`config.mk`:
```
export PLATFORM = sky130hd
export DESIGN_NAME = mem_bus_ctrl_flat
export DESIGN_NICKNAME = d
export VERILOG_FILES = /design/src/design/mem_pkg.sv /design/src/design/mem_bus_if.sv /design/src/design/mem_bus_ctrl.sv /design/src/flat_wrapper.sv
export SDC_FILE = /design/constraint.sdc
export NUM_CORES = 1
export LEC_CHECK = 0
export ABC_AREA = 0
export BUFFER_PORTS_ARGS = -buffer_cell sky130_fd_sc_hd__buf_2
export CAP_MARGIN = 20
export CORE_AREA = 2 2 39 41
export DETAILED_ROUTE_END_ITERATION = 7
export DIE_AREA = 0 0 41 43
export SETUP_SLACK_MARGIN = 0.4
export SYNTH_ARGS = -nofsm -noshare
export SYNTH_HDL_FRONTEND = slang
export SYNTH_SLANG_ARGS = --single-unit
```
`constraint.sdc`:
```
create_clock -name clk -period 1.8 [get_ports clk]
set_clock_uncertainty 0.05 [all_clocks]
set_input_delay 0.27 -clock clk [delete_from_list [all_inputs] [get_ports clk]]
set_output_delay 0.27 -clock clk [all_outputs]
set_load 0.05 [all_outputs]
```
`src/design/mem_pkg.sv`:
```
// ~~~~~~~~~~~~~~~~~~~~~~~~~~~~~~~~~~~~~~~~
// shared widths, memory geometry and encodings for the memory access path
// imported by the handler, bus controller, memory, bus interface and top
// ~~~~~~~~~~~~~~~~~~~~~~~~~~~~~~~~~~~~~~~~
package mem_pkg;

    // data and address width
    localparam int XLEN = 32;

    // on-chip memory geometry, word index taken from address bits 9..2
    localparam int MEM_WORDS = 256;
    localparam int IDX_W     = $clog2(MEM_WORDS);

    // cycles busy stays high before done
    localparam int WAIT_STATES = 2;
    localparam int WAIT_W      = $clog2(WAIT_STATES + 1);

    // funct3 codes for loads and stores
    localparam logic [2:0] F3_B  = 3'd0;  // lb / sb
    localparam logic [2:0] F3_H  = 3'd1;  // lh / sh
    localparam logic [2:0] F3_W  = 3'd2;  // lw / sw
    localparam logic [2:0] F3_BU = 3'd4;  // lbu
    localparam logic [2:0] F3_HU = 3'd5;  // lhu

    // handler FSM
    typedef enum logic [1:0] {
        IDLE  = 2'd0,
        FETCH = 2'd1,
        DATA  = 2'd2
    } handler_state_t;

endpackage

```
`src/design/mem_bus_if.sv`:
```
// ~~~~~~~~~~~~~~~~~~~~~~~~~~~~~~~~~~~~~~~~
// single memory port shared by handler, bus controller and word memory
// one instance in the top, each block takes its own modport
// ~~~~~~~~~~~~~~~~~~~~~~~~~~~~~~~~~~~~~~~~
`timescale 1ns/1ns

interface mem_bus_if import mem_pkg::*; ();

    logic            req_read;   // one-cycle pulse from handler
    logic            req_write;
    logic [XLEN-1:0] addr;       // held until done
    logic [XLEN-1:0] wdata;
    logic            busy;
    logic            done;
    logic            mem_re;     // memory enables, only in the done cycle
    logic            mem_we;
    logic [XLEN-1:0] rdata;      // valid while done is high

    modport handler (
        output req_read, req_write, addr, wdata,
        input  busy, done, rdata
    );

    modport ctrl (
        input  req_read, req_write,
        output busy, done, mem_re, mem_we
    );

    modport mem (
        input  mem_re, mem_we, addr, wdata,
        output rdata
    );

endinterface

```
`src/design/mem_bus_ctrl.sv`:
```
// ~~~~~~~~~~~~~~~~~~~~~~~~~~~~~~~~~~~~~~~~
// memory port timing: takes one request pulse, holds busy for the
// wait states, then pulses done and enables the memory for that cycle
// ~~~~~~~~~~~~~~~~~~~~~~~~~~~~~~~~~~~~~~~~
`timescale 1ns/1ns

module mem_bus_ctrl import mem_pkg::*; (
    input  logic     clk,
    input  logic     nrst,
    mem_bus_if.ctrl  bus
);

    logic [WAIT_W-1:0] wait_cnt;  // wait states elapsed
    logic              kind_wr;   // latched request kind, 1 = write

    // memory only sees an enable in the done cycle
    assign bus.mem_re = bus.done & ~kind_wr;
    assign bus.mem_we = bus.done &  kind_wr;

    always_ff @(posedge clk or negedge nrst) begin
        if (!nrst) begin
            bus.busy <= 1'b0;
            bus.done <= 1'b0;
            wait_cnt <= '0;
            kind_wr  <= 1'b0;
        end else begin
            bus.done <= 1'b0;  // single-cycle pulse
            if (bus.busy) begin
                if (wait_cnt == WAIT_W'(WAIT_STATES - 1)) begin
                    bus.busy <= 1'b0;
                    bus.done <= 1'b1;
                end else begin
                    wait_cnt <= wait_cnt + 1'b1;
                end
            end else if ((bus.req_read || bus.req_write) && !bus.done) begin
                // new access, busy starts next cycle
                bus.busy <= 1'b1;
                wait_cnt <= '0;
                kind_wr  <= bus.req_write;
            end
        end
    end

endmodule

```
`src/flat_wrapper.sv`:
```
// flat-port wrapper written by rule: the top's interface ports become plain ports
module mem_bus_ctrl_flat import mem_pkg::*;
  (clk, nrst, bus_req_read, bus_req_write, bus_busy, bus_done, bus_mem_re, bus_mem_we);
  mem_bus_if bus_i ();
  input  logic clk;
  input  logic nrst;
  input wire logic [$bits(bus_i.req_read)-1:0] bus_req_read;
  input wire logic [$bits(bus_i.req_write)-1:0] bus_req_write;
  output wire logic [$bits(bus_i.busy)-1:0] bus_busy;
  output wire logic [$bits(bus_i.done)-1:0] bus_done;
  output wire logic [$bits(bus_i.mem_re)-1:0] bus_mem_re;
  output wire logic [$bits(bus_i.mem_we)-1:0] bus_mem_we;
  assign bus_i.req_read = bus_req_read;
  assign bus_i.req_write = bus_req_write;
  assign bus_busy = bus_i.busy;
  assign bus_done = bus_i.done;
  assign bus_mem_re = bus_i.mem_re;
  assign bus_mem_we = bus_i.mem_we;
  mem_bus_ctrl u_core (.clk(clk), .nrst(nrst), .bus(bus_i));
endmodule
```
### Word-level counts from Yosys, hierarchy flattened

Index checks and enable logic that the tools add are counted.

* output and inout port bits: 4
* memories: 0
* RAM bits: 0
* latch bits: 0
* bits in registers: 5
* bits in read-only memories: 0

* reduce and logical (&&, ||, !) cells: 6
* equal/unequal tests: 2
* mux-type cells: 8
* shifts and indexed selects: 0
* multiply operators: 0
* order comparisons: 0
* add/sub/neg operators: 1
* bitwise logic cells: 4
* divide/modulo/power cells: 0

Operators by type and width (count)
* $mux 2: 3
* $mux 1: 5
* $reduce_and 2->1: 2
* $add 2x1->2 const B: 1
* $and 1x1->1: 2
* $eq 2x1->1 const B: 1
* $ne 2x2->1 const B: 1
* $not 1->1: 2
* $reduce_bool 2->1: 1
* $logic_and 1x1->1: 1
* $logic_not 1->1: 1
* $logic_or 1x1->1: 1

### Longest topological paths before layout

* word-level depth: 4
* gate-level depth with buffers: 5

### Worst setup path after synthesis

OpenSTA, ideal clock, no wires.

* path type: register -> output
* start point: register u_core.bus.done
* end point: output port bus_mem_re
* slack: 0.006 ns
* arrival time: 1.474 ns
* buffers on the path: 0
* cell stages (with the launch flop): 2
* cells stage by stage: dfrtp_1 nor2b_1

* word-level cells in the longest chain between the ends: 1

RTL lines
* from (decl): RTL line mem_bus_if.sv:26 `output busy, done, mem_re, mem_we`
* from (signal assigned): RTL line mem_bus_ctrl.sv:23 `bus.done <= 1'b0;`
* from (signal assigned): RTL line mem_bus_ctrl.sv:27 `bus.done <= 1'b0;`
* from (signal assigned): RTL line mem_bus_ctrl.sv:31 `bus.done <= 1'b1;`
* $and 1x1->1: RTL line mem_bus_ctrl.sv:17 `assign bus.mem_re = bus.done & ~kind_wr;`
* to (decl): RTL line flat_wrapper.sv:11 `output wire logic [$bits(bus_i.mem_re)-1:0] bus_mem_re;`

Every way passes these cells.

### Worst setup path after layout

* start point: register u_core.kind_wr
* end point: output port bus_mem_we

* word-level cells in the longest chain between the ends: 1

RTL lines
* from (decl): RTL line mem_bus_ctrl.sv:14 `logic kind_wr;`
* from (signal assigned): RTL line mem_bus_ctrl.sv:39 `kind_wr <= bus.req_write;`
* $and 1x1->1: RTL line mem_bus_ctrl.sv:18 `assign bus.mem_we = bus.done & kind_wr;`
* to (decl): RTL line flat_wrapper.sv:12 `output wire logic [$bits(bus_i.mem_we)-1:0] bus_mem_we;`

Every way passes these cells.

==> qor.yml <==
run_status:
  status: "complete, no violations"
floorplan:
  die-area_um2: 1760
  start_util: 0.165
  num_rows: 14
  core-area_um2: 1380
  io_pins: 8
  die_h_um: 43
  die_w_um: 41
place:
  hpwlAfterDp_um: 311
  dpl_cell_area_um2: 293
  gp_congestion: 0.716
  portBuffers: 7
clock_network:
  worstSkewPairLatency_ns: 0.24
  h-tree-depth: 1
  cts_made_buffers: 3
  clock_path_buffers: 2
  tritoncts: "done"
  cts-root-buf: "clkbuf_4"
  path_clk_slew_ns: 0.04
  cts.sinks: 5
grt:
  grt_pass1_vias: 169
  grt_max_degree: 6
  grt_pass1_wl_um: 683
  grt_usage: 0.0655
  antenna_found_initial: 0
  overflow: 0
setup_path:
  crit_chain: "and2_2 > buf_4"
  crit_arrival_ns: 1.04
  cp-end-kind: "output pin"
  max_stage_delay_ns: 0.42
  critPathKind: "reg2out"
  worst-path-max-fanout: 3
  cp_data_required_time_ns: 1.48
  reg2regPathDepth: 4
  r2r-end: "u_core.wait_cnt[1]"
  ff2ff_setup_slack_ns: 0.62
  slowest_stage: "dfrtp_1"
  worstReg2RegStart: "u_core.wait_cnt[0]"
  cp-start-kind: "flip-flop"
routing:
  vias: 175
  routedWlPerCell_um: 9.13
  post-route-drc-count: 0
  drt_iter0_markers: 4
  drt_wl_total_um: 420
  first_pass_iters: 2
  ant_nets: 0
  via_per_inst: 3.80
timing:
  slew_viol_final: 0
  min_period_ns: 1.36
  max_freq_mhz: 733
  finalSetupTns_ns: 0
  setup_viol: 0
  rsz0062_at_grt: "false"
  max_slew_margin: 0.835
  finalHoldViolations: 0
  period_share: 0.758
  worstMarginPinSlew_ns: 0.249
synth:
  synth_area_per_cell_um2: 12.7
  synth.distinct_cells: 13
  synth-seq-cells: 5
  ys_warn_count: 0
  syn-num-nets: 23
  netlist_instances: 18
  synth_seq_area_share: 0.549
  synth_area_um2: 228
worst_hold_path:
  hold_depth: 2
  hold_class: "in2reg"
  min_to: "u_core.kind_wr"
  worstHoldStart: "bus_req_write"
pwr:
  power_mw: 0.723
  ir_drop_uv: 573
  power.density_nw_per_um2: 2170
  p_leak_nw: 0.155
layout:
  fin_area_um2: 334
  syn_to_final_growth_pct: 46.7
  drive_above_1_share: 0.533
  layout_common_cells: "buf_2 (5), clkbuf_4 (4), dfrtp_1 (4)"
  diodes: 0
  fin_util: 0.241
  layout_commonest_cell: "buf_2"
  nets: 36
run:
  maxCapViolCount: 0
-- layout make-up --
cell class	count	area [um^2]
well taps	16	20.0
inverters	1	3.75
multi-input cells	12	108
repair buffers	8	50.0
flip-flops and latches	5	126
fillers	148	1050
clock buffers	4	26.3
-- how the worst max path moves through the flow --
| stage | slack (ns) | cells after the start | startpoint | to |
|---|---|---|---|---|
| 6_report | 0.44 | 2 | u_core.kind_wr | bus_mem_we |
| 5_1_grt | 0.41 | 2 | u_core.bus.done | bus_mem_we |
| 4_1_cts | 0.41 | 2 | u_core.kind_wr | bus_mem_we |
| 3_5_place_dp | 0.63 | 4 | u_core.wait_cnt[0] | u_core.wait_cnt[1] |
| 3_3_place_gp | 0.65 | 4 | u_core.wait_cnt[0] | u_core.wait_cnt[1] |
| 2_1_floorplan | 0.55 | 1 | u_core.bus.done | bus_mem_re |
-- metal layers --
| layer | vias to the layer above | part of all wire | GRT usage |
|---|---|---|---|
| met5 | - | 0 | 0 |
| met3 | 2 | 0.090 | 0.0314 |
| met1 | 80 | 0.51 | 0.0847 |
| met4 | 0 | 0.021 | 0.0800 |
| met2 | 8 | 0.38 | 0.0656 |
| li1 | 85 | - | - |
-- report_power, final --
part	total, mW	internal (mW)	switching [mW]
sequential	0.239	0.172	0.0670
combinational	0.356	0.141	0.216
clock	0.128	0.0837	0.0446
total	0.723	0.396	0.327
-- per-stage QoR --
step / instances / hold slack, ns / worst slack [ns]
after floorplan: 18 / -0.0756 / 0.549
after global placement: 41 / 0.0397 / 0.645
after detailed placement: 41 / 0.0444 / 0.628
after CTS: 46 / 0.214 / 0.410
after global routing: 46 / 0.230 / 0.411
final: 46 / 0.224 / 0.436
-- critical path, delay by kind of cell (launching register included) --
kind / cells / cell delay [ns]
buf+inv: 1 / 0.18
flops: 1 / 0.42
simple gates: 1 / 0.21
-- flip-flops by register name, summed over array words and instances (netlist names) --
register         cells
u_core.bus.busy      1
u_core.bus.done      1
u_core.kind_wr       1
u_core.wait_cnt      2
-- what timing repair did --
| action | in CTS | in global routing |
|---|---|---|
| endpoints found under the hold margin | 5 | 0 |
| buffers inserted | 0 | 0 |
| resized for setup | 0 | 3 |
| endpoints found under the setup margin | 0 | 2 |
| hold buffers | 1 | 0 |
-- synth_stat cells --
master / instances / area (um^2)
o31ai_4: 1 / 21.3
nor2_1: 2 / 7.51
dfrtp_1: 5 / 125
a22o_1: 1 / 8.76
nand2_1: 1 / 3.75
inv_1: 1 / 3.75
and2_1: 1 / 6.26
ha_1: 1 / 12.5
and2_2: 1 / 7.51
o22ai_1: 1 / 6.26
nor2b_1: 1 / 6.26
mux2i_1: 1 / 10.0
nand2b_2: 1 / 8.76
-- kinds of logic after synthesis --
| family | after synthesis | synth area share |
|---|---|---|
| adder cells (fa/ha/maj) | 1 | 0.0549 |
| multiplexers | 1 | 0.0440 |
| buffers and inverters | 1 | 0.0165 |
| flip-flops | 5 | 0.549 |
| AO/OA/AOI/OAI | 3 | 0.159 |
| AND/OR/NAND/NOR | 7 | 0.176 |
No activity file was read; power rests on OpenSTA's default activity.
